File: src/verilog/aes_pkg.sv
`default_nettype none

package aes_pkg;

  // ------------------------------------------------------------
  // Widths and register map
  // ------------------------------------------------------------
  localparam int AXIL_DATA_BITS = 64;
  localparam int AXIL_ADDR_BITS = 5;
  // Register index sits above the byte offset
  localparam int ADDR_LSB = 3;

  localparam logic [AXIL_ADDR_BITS-ADDR_LSB-1:0] STATUS_REG = 2'd0;
  localparam logic [AXIL_ADDR_BITS-ADDR_LSB-1:0] KEY_LOW_REG = 2'd1;
  localparam logic [AXIL_ADDR_BITS-ADDR_LSB-1:0] KEY_HIGH_REG = 2'd2;

  // ------------------------------------------------------------
  // Types
  // ------------------------------------------------------------
  typedef logic [AXIL_DATA_BITS-1:0] axil_data_t;
  typedef logic [AXIL_ADDR_BITS-1:0] axil_addr_t;
  typedef logic [AXIL_DATA_BITS/8-1:0] axil_strb_t;

  // Byte 0 of a block or key is the most significant byte
  typedef logic [127:0] block_t;
  typedef logic [127:0] key_t;
  typedef logic [3:0] round_t;

  typedef enum logic [1:0] {
    idle,
    run,
    done
  } core_state_t;

  localparam round_t N_ROUNDS = 4'd10;

  // ------------------------------------------------------------
  // S-box, one row of sixteen entries per line
  // ------------------------------------------------------------
  localparam logic [0:255][7:0] SBOX = {
    128'h637c777bf26b6fc53001672bfed7ab76,
    128'hca82c97dfa5947f0add4a2af9ca472c0,
    128'hb7fd9326363ff7cc34a5e5f171d83115,
    128'h04c723c31896059a071280e2eb27b275,
    128'h09832c1a1b6e5aa0523bd6b329e32f84,
    128'h53d100ed20fcb15b6acbbe394a4c58cf,
    128'hd0efaafb434d338545f9027f503c9fa8,
    128'h51a3408f929d38f5bcb6da2110fff3d2,
    128'hcd0c13ec5f974417c4a77e3d645d1973,
    128'h60814fdc222a908846eeb814de5e0bdb,
    128'he0323a0a4906245cc2d3ac629195e479,
    128'he7c8376d8dd54ea96c56f4ea657aae08,
    128'hba78252e1ca6b4c6e8dd741f4bbd8b8a,
    128'h703eb5664803f60e613557b986c11d9e,
    128'he1f8981169d98e949b1e87e9ce5528df,
    128'h8ca1890dbfe6426841992d0fb054bb16
  };

  function automatic logic [7:0] aes_sbox(input logic [7:0] b);
    return SBOX[b];
  endfunction

  // Round constant for the key schedule, rounds 1 to 10
  function automatic logic [7:0] aes_rcon(input round_t rnd);
    logic [7:0] rc;
    case (rnd)
      4'd1: rc = 8'h01;
      4'd2: rc = 8'h02;
      4'd3: rc = 8'h04;
      4'd4: rc = 8'h08;
      4'd5: rc = 8'h10;
      4'd6: rc = 8'h20;
      4'd7: rc = 8'h40;
      4'd8: rc = 8'h80;
      4'd9: rc = 8'h1b;
      4'd10: rc = 8'h36;
      default: rc = 8'h00;
    endcase
    return rc;
  endfunction

endpackage

`default_nettype wire
File: src/verilog/aes_key_expand.sv
`timescale 1ns/100ps
`default_nettype none

module aes_key_expand import aes_pkg::*; (
  input  logic   aclk,
  input  logic   aresetn,
  input  logic   key_start,
  input  key_t   key,
  input  round_t round_sel,
  output key_t   round_key,
  output logic   key_ready
);

  key_t rk_table [0:N_ROUNDS];
  key_t last_key;
  key_t next_key;
  round_t cnt;
  logic busy;

  // One step of the AES-128 key schedule
  function automatic key_t derive_key(input key_t prev, input round_t rnd);
    logic [31:0] t;
    logic [31:0] w0;
    logic [31:0] w1;
    logic [31:0] w2;
    logic [31:0] w3;
    // RotWord then SubWord on the last word
    t = {aes_sbox(prev[23:16]), aes_sbox(prev[15:8]),
         aes_sbox(prev[7:0]), aes_sbox(prev[31:24])};
    t = t ^ {aes_rcon(rnd), 24'h000000};
    w0 = prev[127:96] ^ t;
    w1 = prev[95:64] ^ w0;
    w2 = prev[63:32] ^ w1;
    w3 = prev[31:0] ^ w2;
    return {w0, w1, w2, w3};
  endfunction

  assign next_key = derive_key(last_key, cnt);

  // Counter walks rounds 1..10 after the key is loaded
  always_ff @(posedge aclk)
  begin
    if (!aresetn)
    begin
      cnt <= '0;
      busy <= 1'b0;
      key_ready <= 1'b0;
    end
    else if (key_start)
    begin
      cnt <= 4'd1;
      busy <= 1'b1;
      key_ready <= 1'b0;
    end
    else if (busy)
    begin
      if (cnt == N_ROUNDS)
      begin
        busy <= 1'b0;
        key_ready <= 1'b1;
        cnt <= '0;
      end
      else
        cnt <= cnt + 4'd1;
    end
  end

  always_ff @(posedge aclk)
  begin
    if (key_start)
    begin
      rk_table[0] <= key;
      last_key <= key;
    end
    else if (busy)
    begin
      rk_table[cnt] <= next_key;
      last_key <= next_key;
    end
  end

  assign round_key = rk_table[round_sel];

  round_sel_range_a: assert property (@(posedge aclk) disable iff (!aresetn)
    round_sel <= N_ROUNDS);

endmodule

`default_nettype wire

File: config.mk
export PLATFORM = sky130hd
export DESIGN_NAME = aes_key_expand
export DESIGN_NICKNAME = d
export VERILOG_FILES = /design/src/verilog/aes_pkg.sv /design/src/verilog/aes_key_expand.sv
export SDC_FILE = /design/constraint.sdc
export NUM_CORES = 2
export LEC_CHECK = 0
export BUFFER_PORTS_ARGS = -buffer_cell sky130_fd_sc_hd__buf_4
export CORE_AREA = 2 2 558 560
export CTS_CLUSTER_DIAMETER = 50
export DETAILED_ROUTE_END_ITERATION = 8
export DIE_AREA = 0 0 560 562
export PLACE_DENSITY = 0.48
export SLEW_MARGIN = 20
export SYNTH_ARGS = -nofsm -noshare
export SYNTH_HDL_FRONTEND = slang
export SYNTH_SLANG_ARGS = --single-unit
File: constraint.sdc
create_clock -name aclk -period 34.7 [get_ports aclk]
set_input_delay 3.47 -clock aclk [delete_from_list [all_inputs] [get_ports aclk]]
set_output_delay 3.47 -clock aclk [all_outputs]
set_load 0.005 [all_outputs]
==> flow_summary_export.csv <==
group,metric,value,unit
clock_network,clk_pin_slew_worst_paths,0.05,ns
worst_setup_path,cp.arrival,9.45,ns
power,switchingPower,0.00359,W
synth,synth.distinct_cells,111,
timing,min_period,12.92,ns
clock_network,root_buffer,"clkbuf_16",
detailed_routing,wire_per_inst,29.2,µm
power,power_density,93.2,nW/µm²
detailed_routing,finalWirelength,283000,µm
grt,antenna_found_initial,63,
synth,synth_fp_nets,5475,
synth,synth-async-reset-ratio,0,
worst_setup_path,regToRegSetupSlack,28.13,ns
die,rows,204,
clock_network,ctsResizeCount,0,
synth,synthFlopType,"edfxtp_1",
timing,finalCritPeriodShare,0.372,
clock_network,cts_buffers,168,
timing,worst_clock_skew,0.0824,ns
worst_setup_path,worstRegToRegCells,13,
die,initial_core_util,0.249,
placement,hpwl,180000,µm
final_layout,final_net_count,5603,
placement,place_congestion,0.945,
grt,grt_pass1_vias,49800,
grt,grt_max_degree,142,
worst_setup_path,start_kind,"input port",
clock_network,clk_latency,0.85,ns
power,sequentialPowerShare,0.303,
worst_setup_path,regToRegStartpoint,"last_key[24]",
timing,maxSlewHeadroom,0.138,
final_layout,syn_to_final_growth,15.2,%
die,dieArea,315000,µm²
grt,grt_pass1_wl,395000,µm
worst_hold_path,hold_path_end,"key_ready",
synth,syn_inst,5276,
timing,fin_setup_tns,0,ns
die,core-area,308000,µm²
detailed_routing,via_count,50400,
power,swShare,0.435,
power,p_leak,28.4,nW
detailed_routing,firstDrtPassIters,7,
synth,avgSynthCellArea,14.6,µm²
timing,tightest_slew,1.28,ns
placement,port_buffers,263,
worst_setup_path,reg2reg_to,"rk_table[10][2]",
synth,synth_edf_count,1536,
worst_setup_path,worst-path-max-fanout,75,
die,ios,264,
detailed_routing,drc,0,
grt,grt_usage,0.173,
clock_network,clock_sinks,1542,
synth,syn-cell-area,76900,µm²
timing,rsz0062_at_grt,"no",
placement,preCtsSetupSlack,21.51,ns
grt,grt-ovfl-total,0,
clock_network,cts_tree,"yes",
power,internal_power,0.00466,W
worst_hold_path,hold_depth,2,
clock_network,cts_buffer_depth,4,
power,irDropWorstVdd,0.0551,mV
timing,drv_slew,0,
outcome,status,"completed",
detailed_routing,final_antenna_net_count,0,
worst_setup_path,end_kind,"primary output",
worst_hold_path,hold_path_class,"register to register",
worst_hold_path,min_from,"key_ready",
timing,holdWs,0.536,ns
timing,max_freq,0.0774,GHz
clock_network,cts_htree_levels,4,
detailed_routing,via_per_inst,5.20,
timing,hold_violations,0,
clock_network,post_cts_buffers,0,
run,maxCapViolCount,0,
clock_network,ctsHoldBuffers,0,
timing,setup_viol,0,
die,fp.dieW,560,µm
timing,setup_slack,21.78,ns
die,die_h,562,µm
power,combPwrFrac,0.491,
detailed_routing,drtIter0Drc,6203,
worst_setup_path,crit_required,31.23,ns
synth,yosysWarnings,0,
worst_setup_path,critical_path_class,"input port to primary output",
power,p_total,0.00826,W
power,pwr-share-clk,0.206,
synth,synth-seq-cells,1542,
final_layout,layout-drive-gt1-share,0.247,
synth,ys_seq_area_frac,0.601,
-- cell families (layout without fill, tap and decap cells) --
| logic type | Yosys count | count (layout) | share of synthesized area |
|---|---|---|---|
| flops | 1542 | 1542 | 0.601 |
| simple gates | 1226 | 1226 | 0.0793 |
| compound gates | 1102 | 1102 | 0.0980 |
| mux | 658 | 658 | 0.156 |
| buf+inv | 512 | 762 | 0.0300 |
| xor+xnor | 172 | 172 | 0.0245 |
| fa+ha+maj | 64 | 64 | 0.0105 |
| other cells | 0 | 35 | 0 |
-- flip-flops by register name (all words and copies together) (netlist names) --
register	flops
last_key	128
key_ready	1
rk_table	1408
busy	1
cnt	4
-- power groups by stage --
stage	Clock (W)	Sequential, W	Combinational (W)
floorplan	0	0.00252	0.00252
global placement	0	0.00254	0.00398
detailed placement	0	0.00254	0.00397
CTS	0.00174	0.00250	0.00399
global route	0.00181	0.00252	0.00426
finish	0.00170	0.00250	0.00405
-- Yosys cell counts, drive strengths merged, types with 21 or more instances --
cell,n,area share
mux4,413,0.12
o21ai,306,0.020
nor3,106,0.0069
a31oi,46,0.0037
and2,34,0.0028
o221ai,27,0.0031
and3,25,0.0020
nand3,84,0.0055
xor2,65,0.0082
a21oi,210,0.014
buf,227,0.016
nand2,412,0.020
nor4,31,0.0026
nand2b,106,0.0086
inv,55,0.0027
o311ai,41,0.0047
or3,30,0.0024
or2,28,0.0023
nor2b,106,0.0087
a211oi,48,0.0050
mux2i,37,0.0048
xnor2,89,0.011
a311oi,31,0.0035
clkbuf,224,0.011
mux2,208,0.031
ha,63,0.010
edfxtp,1536,0.60
a2111oi,25,0.0034
a221oi,29,0.0033
a211o,21,0.0024
o211ai,56,0.0055
o31ai,31,0.0030
nor2,183,0.0090
-- how the worst max path moves through the flow --
stage / slack [ns] / depth (start not counted) / start / to
3_3_place_gp: 21.52 / 9 / round_sel[0] / round_key[32]
5_1_grt: 21.13 / 9 / round_sel[0] / round_key[33]
2_1_floorplan: 17.53 / 6 / key_start / rk_table[8][0]
6_report: 21.78 / 9 / round_sel[0] / round_key[23]
3_5_place_dp: 21.51 / 9 / round_sel[0] / round_key[26]
4_1_cts: 21.49 / 9 / round_sel[0] / round_key[23]
-- through the flow --
step,util,instances,instance area [µm²]
2_1_floorplan,-,5276,76900
3_3_place_gp,0.270,9354,83300
3_5_place_dp,0.270,9354,83300
4_1_cts,0.287,9646,88400
5_1_grt,0.287,9677,88500
6_report,0.287,9681,88500
-- cell type report --
type | instances | area (µm²)
Antenna cell | 35 | 87.6
Multi-Input combinational cell | 3222 | 28500
Fill cell | 31300 | 220000
Inverter | 61 | 231
Clock buffer | 200 | 4350
Tap cell | 4120 | 5150
Timing Repair Buffer | 409 | 3230
Clock inverter | 92 | 751
Sequential cell | 1542 | 46200
-- layout by cell type, fill, tap and decap left out, types with 52 or more instances in the layout --
master,count
nor2b_1,104
nand2b_1,106
xor2_1,57
edfxtp_1,1536
nor3_1,104
nand2_1,411
o21ai_1,52
mux4_2,413
mux2_2,207
ha_1,63
clkbuf_16,169
nand3_1,84
xnor2_1,80
nor2_1,179
buf_4,393
o21ai_0,243
o211ai_1,55
a21oi_1,210
-- critical path: stages --
cell,delay [ns]
buf_8,0.58
buf_4,0.79
buf_4,0.73
buf_4,0.68
buf_4,0.74
buf_4,0.86
mux4_2,0.63
mux4_2,0.49
buf_4,0.17
-- layer usage --
| layer | global-route usage | up-vias | wire length, µm |
|---|---|---|---|
| met3 | 0.0251 | 465 | 16300 |
| met2 | 0.287 | 2148 | 137000 |
| met1 | 0.221 | 26400 | 115000 |
| met4 | 0.0893 | 2 | 14700 |
| li1 | - | 21300 | - |
| met5 | 0 | - | 11 |
Note: power is estimated with default switching activity, not from simulation.
