## src/verilog/aes_pkg.sv

```systemverilog
`default_nettype none

package aes_pkg;

  // ------------------------------------------------------------
  // Widths and register map
  // ------------------------------------------------------------
  localparam int AXIL_DATA_BITS = 64;
  localparam int AXIL_ADDR_BITS = 5;
  // Register index sits above the byte offset
  localparam int ADDR_LSB = 3;

  localparam logic [AXIL_ADDR_BITS-ADDR_LSB-1:0] STATUS_REG = 2'd0;
  localparam logic [AXIL_ADDR_BITS-ADDR_LSB-1:0] KEY_LOW_REG = 2'd1;
  localparam logic [AXIL_ADDR_BITS-ADDR_LSB-1:0] KEY_HIGH_REG = 2'd2;

  // ------------------------------------------------------------
  // Types
  // ------------------------------------------------------------
  typedef logic [AXIL_DATA_BITS-1:0] axil_data_t;
  typedef logic [AXIL_ADDR_BITS-1:0] axil_addr_t;
  typedef logic [AXIL_DATA_BITS/8-1:0] axil_strb_t;

  // Byte 0 of a block or key is the most significant byte
  typedef logic [127:0] block_t;
  typedef logic [127:0] key_t;
  typedef logic [3:0] round_t;

  typedef enum logic [1:0] {
    idle,
    run,
    done
  } core_state_t;

  localparam round_t N_ROUNDS = 4'd10;

  // ------------------------------------------------------------
  // S-box, one row of sixteen entries per line
  // ------------------------------------------------------------
  localparam logic [0:255][7:0] SBOX = {
    128'h637c777bf26b6fc53001672bfed7ab76,
    128'hca82c97dfa5947f0add4a2af9ca472c0,
    128'hb7fd9326363ff7cc34a5e5f171d83115,
    128'h04c723c31896059a071280e2eb27b275,
    128'h09832c1a1b6e5aa0523bd6b329e32f84,
    128'h53d100ed20fcb15b6acbbe394a4c58cf,
    128'hd0efaafb434d338545f9027f503c9fa8,
    128'h51a3408f929d38f5bcb6da2110fff3d2,
    128'hcd0c13ec5f974417c4a77e3d645d1973,
    128'h60814fdc222a908846eeb814de5e0bdb,
    128'he0323a0a4906245cc2d3ac629195e479,
    128'he7c8376d8dd54ea96c56f4ea657aae08,
    128'hba78252e1ca6b4c6e8dd741f4bbd8b8a,
    128'h703eb5664803f60e613557b986c11d9e,
    128'he1f8981169d98e949b1e87e9ce5528df,
    128'h8ca1890dbfe6426841992d0fb054bb16
  };

  function automatic logic [7:0] aes_sbox(input logic [7:0] b);
    return SBOX[b];
  endfunction

  // Round constant for the key schedule, rounds 1 to 10
  function automatic logic [7:0] aes_rcon(input round_t rnd);
    logic [7:0] rc;
    case (rnd)
      4'd1: rc = 8'h01;
      4'd2: rc = 8'h02;
      4'd3: rc = 8'h04;
      4'd4: rc = 8'h08;
      4'd5: rc = 8'h10;
      4'd6: rc = 8'h20;
      4'd7: rc = 8'h40;
      4'd8: rc = 8'h80;
      4'd9: rc = 8'h1b;
      4'd10: rc = 8'h36;
      default: rc = 8'h00;
    endcase
    return rc;
  endfunction

endpackage

`default_nettype wire
```

## src/verilog/aes_key_slv.sv

```systemverilog
`timescale 1ns/100ps
`default_nettype none

module aes_key_slv import aes_pkg::*; (
  input  logic       aclk,
  input  logic       aresetn,

  input  axil_addr_t awaddr,
  input  logic       awvalid,
  output logic       awready,
  input  axil_data_t wdata,
  input  axil_strb_t wstrb,
  input  logic       wvalid,
  output logic       wready,
  output logic [1:0] bresp,
  output logic       bvalid,
  input  logic       bready,
  input  axil_addr_t araddr,
  input  logic       arvalid,
  output logic       arready,
  output axil_data_t rdata,
  output logic [1:0] rresp,
  output logic       rvalid,
  input  logic       rready,

  input  logic       key_ready,
  output key_t       key,
  output logic       key_start
);

  // ------------------------------------------------------------
  // Declarations
  // ------------------------------------------------------------
  logic [AXIL_ADDR_BITS-ADDR_LSB-1:0] aw_idx;
  logic [AXIL_ADDR_BITS-ADDR_LSB-1:0] ar_idx;
  logic aw_en;
  logic wr_en;
  logic rd_en;

  axil_data_t key_lo;
  axil_data_t key_hi;

  // No error responses, both channels always OKAY
  assign bresp = 2'b00;
  assign rresp = 2'b00;

  assign key = {key_hi, key_lo};

  // ------------------------------------------------------------
  // Write channel
  // ------------------------------------------------------------
  assign wr_en = awready && awvalid && wready && wvalid;

  // Address and data are taken together, one write outstanding at most
  always_ff @(posedge aclk)
  begin
    if (!aresetn)
    begin
      awready <= 1'b0;
      wready <= 1'b0;
      aw_en <= 1'b1;
      aw_idx <= '0;
    end
    else
    begin
      if (!awready && awvalid && wvalid && aw_en)
      begin
        awready <= 1'b1;
        wready <= 1'b1;
        aw_en <= 1'b0;
        aw_idx <= awaddr[AXIL_ADDR_BITS-1:ADDR_LSB];
      end
      else
      begin
        awready <= 1'b0;
        wready <= 1'b0;
        if (bvalid && bready)
          aw_en <= 1'b1;
      end
    end
  end

  always_ff @(posedge aclk)
  begin
    if (!aresetn)
      bvalid <= 1'b0;
    else if (wr_en && !bvalid)
      bvalid <= 1'b1;
    else if (bvalid && bready)
      bvalid <= 1'b0;
  end

  // Key registers with byte strobes
  always_ff @(posedge aclk)
  begin
    if (!aresetn)
    begin
      key_lo <= '0;
      key_hi <= '0;
      key_start <= 1'b0;
    end
    else
    begin
      key_start <= 1'b0;
      if (wr_en)
      begin
        case (aw_idx)
          KEY_LOW_REG:
            for (int i = 0; i < AXIL_DATA_BITS/8; i++)
            begin
              if (wstrb[i])
                key_lo[i*8 +: 8] <= wdata[i*8 +: 8];
            end
          KEY_HIGH_REG:
          begin
            for (int i = 0; i < AXIL_DATA_BITS/8; i++)
            begin
              if (wstrb[i])
                key_hi[i*8 +: 8] <= wdata[i*8 +: 8];
            end
            // Writing the high half kicks off the key schedule
            key_start <= |wstrb;
          end
          default: ;
        endcase
      end
    end
  end

  // ------------------------------------------------------------
  // Read channel
  // ------------------------------------------------------------
  assign rd_en = arready && arvalid && !rvalid;

  always_ff @(posedge aclk)
  begin
    if (!aresetn)
    begin
      arready <= 1'b0;
      ar_idx <= '0;
    end
    else if (!arready && arvalid && !rvalid)
    begin
      arready <= 1'b1;
      ar_idx <= araddr[AXIL_ADDR_BITS-1:ADDR_LSB];
    end
    else
      arready <= 1'b0;
  end

  always_ff @(posedge aclk)
  begin
    if (!aresetn)
      rvalid <= 1'b0;
    else if (rd_en)
      rvalid <= 1'b1;
    else if (rvalid && rready)
      rvalid <= 1'b0;
  end

  // Read data mux, status in bit 0 of register 0
  always_ff @(posedge aclk)
  begin
    if (rd_en)
    begin
      case (ar_idx)
        STATUS_REG: rdata <= {{(AXIL_DATA_BITS-1){1'b0}}, key_ready};
        KEY_LOW_REG: rdata <= key_lo;
        KEY_HIGH_REG: rdata <= key_hi;
        default: rdata <= '0;
      endcase
    end
  end

  // ------------------------------------------------------------
  // Checks
  // ------------------------------------------------------------
  bvalid_hold_a: assert property (@(posedge aclk) disable iff (!aresetn)
    bvalid && !bready |=> bvalid);

  key_start_pulse_a: assert property (@(posedge aclk) disable iff (!aresetn)
    key_start |=> !key_start);

endmodule

`default_nettype wire

```

## config.mk

```make
export PLATFORM = sky130hd
export DESIGN_NAME = aes_key_slv
export DESIGN_NICKNAME = d
export VERILOG_FILES = /design/src/verilog/aes_pkg.sv /design/src/verilog/aes_key_slv.sv
export SDC_FILE = /design/constraint.sdc
export NUM_CORES = 1
export LEC_CHECK = 0
export ABC_CLOCK_PERIOD_IN_PS = 2930
export BUFFER_PORTS_ARGS = -buffer_cell sky130_fd_sc_hd__buf_2
export CAP_MARGIN = 20
export CORE_MARGIN = 1.5
export CORE_UTILIZATION = 35
export DETAILED_ROUTE_END_ITERATION = 12
export GPL_ROUTABILITY_DRIVEN = 0
export GPL_TIMING_DRIVEN = 1
export SLEW_MARGIN = 10
export SYNTH_ARGS = -nofsm -noshare
export SYNTH_HDL_FRONTEND = slang
export SYNTH_SLANG_ARGS = --single-unit
```

## constraint.sdc

```tcl
create_clock -name aclk -period 2.93 [get_ports aclk]
set_clock_uncertainty 0.15 [all_clocks]
set_input_delay 0.4395 -clock aclk [delete_from_list [all_inputs] [get_ports aclk]]
set_output_delay 0.4395 -clock aclk [all_outputs]
set_load 0.03 [all_outputs]
```

==> metrics.csv <==
stage,metric,value,unit
clocking,H-tree levels,1,
routing,WL final,20.85,mm
yosys,top-area cell type share of the netlist area,34.69,%
routing,DRC Markers,0,
place,Detail Placement HPWL,14.41,mm
yosys,largest area contributor in the netlist,dfxtp_1,
final_layout,final instance area,10230,um^2
yosys,top area cells in the synthesized netlist,"dfxtp_1 (35%), edfxtp_1 (24%), mux2i_1 (17%), nand2_1 (9.3%), a22o_1 (6.9%)",
global_route,largest net degree at the start of global routing,64,
routing,routed vias,6029,
sta,Final Worst Setup Slack,1080,ps
die,I/O pins,292,
sta,Final Max Slew Viols,0,
worst_hold_path,Hold WC Path Type,in2reg,
clocking,CTS root buf,clkbuf_16,
yosys,synthesized flop and latch total,202,
global_route,GRT Util Overall,17.05,%
place,dpl ws,998.2,ps
final_layout,Reg area,4684,um^2
die,CORE AREA,22500,um^2
critical_path,Worst Path Arrival,2120,ps
global_route,first-pass GRT wire length,32.42,mm
yosys,cell area after synthesis,7964,um^2
routing,drt first pass iters,5,
critical_path,CP startpoint kind,flip-flop,
global_route,grt total ovfl,0,
yosys,number of flops mapped to enable cells by yosys,64,
worst_hold_path,Hold Path Depth,3,
critical_path,Setup crit end kind,flip-flop,
pwr,PwrDens,583.4,nW/um^2
pwr,Lkg Pwr,4.201,nW
critical_path,R2R setup slack,1080,ps
yosys,YS warnings,0,
yosys,Post-synth top cells,"nand2_1 (197), dfxtp_1 (138), mux2i_1 (132)",
clocking,Clock Path Buffers,3,
sta,Slew @ Worst Pin,560.3,ps
sta,hold_ws,51.48,ps
routing,Via density,4.804,
final_layout,Filler cells,2151,
clocking,CTS buffer count,22,
critical_path,CP cell instances,and2b_1 > and3_1 > mux2i_1,
sta,"Min Clock Period, post-route",1850,ps
worst_hold_path,hold path endpoint,aw_idx[1],
sta,period utilisation layout,63.14,%
critical_path,R2R depth,3,
yosys,Cells after Synth,696,
final_layout,multi-input logic area,2958,um^2
critical_path,"delay-heaviest family, CP",simple AND/OR/NAND/NOR gates,
clocking,"Reg clk slew, reported paths",60,ps
yosys,number of library cell types mapped by synthesis,26,
final_layout,area delta synth->final,28.50,%
final_layout,ratio of cells with drive above 1 in the final layout,34.33,%
final_layout,ANT cells,0,
die,die width,153.8,um
critical_path,reg2reg end,key_hi[42],
critical_path,max incr delay on CP,580,ps
routing,1st-iter DRT viols,201,
sta,Max Fclk,0.5406,GHz
pwr,Final Total Pwr,5.971,mW
clocking,CTS Hold Bufs,0,
die,initial core utilization,35.39,%
sta,final setup violation count,0,
clocking,post-CTS sizing,0,
sta,Relative slew margins,62.65,%
critical_path,r2r startpoint,aw_idx[0],
die,die area,23670,um^2
critical_path,"Req. time, crit path",3200,ps
critical_path,CP max FO,9,
routing,number of routed nets with antenna violations,0,
die,Die Y,153.8,um
clocking,Post-CTS Setup Bufs,0,
yosys,"Seq/Total Area, Yosys",58.82,%
pwr,Peak VDD IR,0.3441,mV
yosys,"count leader, synth",nand2_1,
yosys,Avg Inst Size Synth,11.44,um^2
clocking,worst skew pair latency,500,ps
die,# rows,55,
critical_path,CP max stage cell,and3_1,
clocking,clk sinks,202,
sta,setup TNS,0,ps
global_route,number of global-route vias before repair,5873,
global_route,antenna violations before repair,0,
critical_path,WP buf/inv,0,
worst_hold_path,startpoint of the worst hold path,awaddr[4],
flow_run,Max Cap Viol,0,
final_layout,Post-layout nets,1044,
sta,"Hold Vio Cnt, Final",0,
outcome,status,finished clean,
clocking,CTS tree,yes,
sta,RSZ-0062 raised after global routing,false,
yosys,Main synth FF type,dfxtp_1,
yosys,"Async S/R FF share, synth",0,%
critical_path,critical path type,reg2reg,
place,Port Buffers,281,
place,DP Area,9533,um^2
routing,Routed WL per cell,16.61,um
==> how the worst max path moves through the flow <==
stage | to | from | cells past startpoint
2_1_floorplan | rdata[0] | arready | 1
3_3_place_gp | key_hi[58] | awvalid | 4
3_5_place_dp | key_hi[59] | awvalid | 4
4_1_cts | key_hi[59] | aw_idx[0] | 3
5_1_grt | key_hi[59] | aw_idx[0] | 3
6_report | key_hi[42] | aw_idx[0] | 3
==> sequential cells by signal, indices dropped and copies added (netlist names) <==
register and cells:
bvalid 1, aw_en 1, key_hi 64, arready 1
ar_idx 2, key_lo 64, rvalid 1, key_start 1
rdata 64, aw_idx 2, wready 1
==> worst register-to-register path: cells and delay by family, from the launching register on <==
kind / cells / cell delay, ps
and+or+nand+nor: 2 / 1040
DFF: 1 / 320
muxes: 1 / 260
==> cell usage in the layout, fill, tap and decap left out, types with 8 or more instances in the layout <==
cell / synthesis / layout
mux2i_1: 132 / 132
clkbuf_16: 0 / 23
and3_4: 9 / 9
clkbuf_1: 18 / 8
dfxtp_1: 138 / 138
buf_2: 26 / 280
a22o_1: 63 / 63
nand2_1: 197 / 197
edfxtp_1: 64 / 64
and3_1: 8 / 8
==> logic make-up (layout without fill, tap and decap cells) <==
family,count (synthesis),after routing,synth area share (%)
compound gates,70,70,7.463
buf+inv,60,331,4.415
flops,202,202,58.82
mux,132,132,16.59
other cells,1,4,0.04709
simple gates,231,231,12.66
==> final cells by class <==
type	instances	area share, %
Multi-Input combinational cell	437	28.90
Sequential cell	202	45.78
Clock inverter	6	0.5257
Tap cell	285	3.485
Clock buffer	34	6.321
Inverter	1	0.03668
Timing Repair Buffer	290	14.95
==> metrics by stage <==
step	cells	util, %
2_1_floorplan	699	-
4_1_cts	1255	45.48
5_1_grt	1255	45.48
3_5_place_dp	1215	42.36
3_3_place_gp	1215	42.36
6_report	1255	45.48
==> report_power, final <==
group	switching [mW]	internal (mW)
logic	0.244	0.105
clock network	1.09	1.60
registers	0.0137	2.91
total	1.35	4.62
==> routing by layer <==
metal,GRT usage [%],wire length [um],vias to the layer above
met5,0,0,-
met4,4.300,380,0
met3,4.369,1531,34
met2,28.31,9710,210
met1,22.17,9229,2846
li1,-,-,2939
No activity file was read; power rests on OpenSTA's default activity.
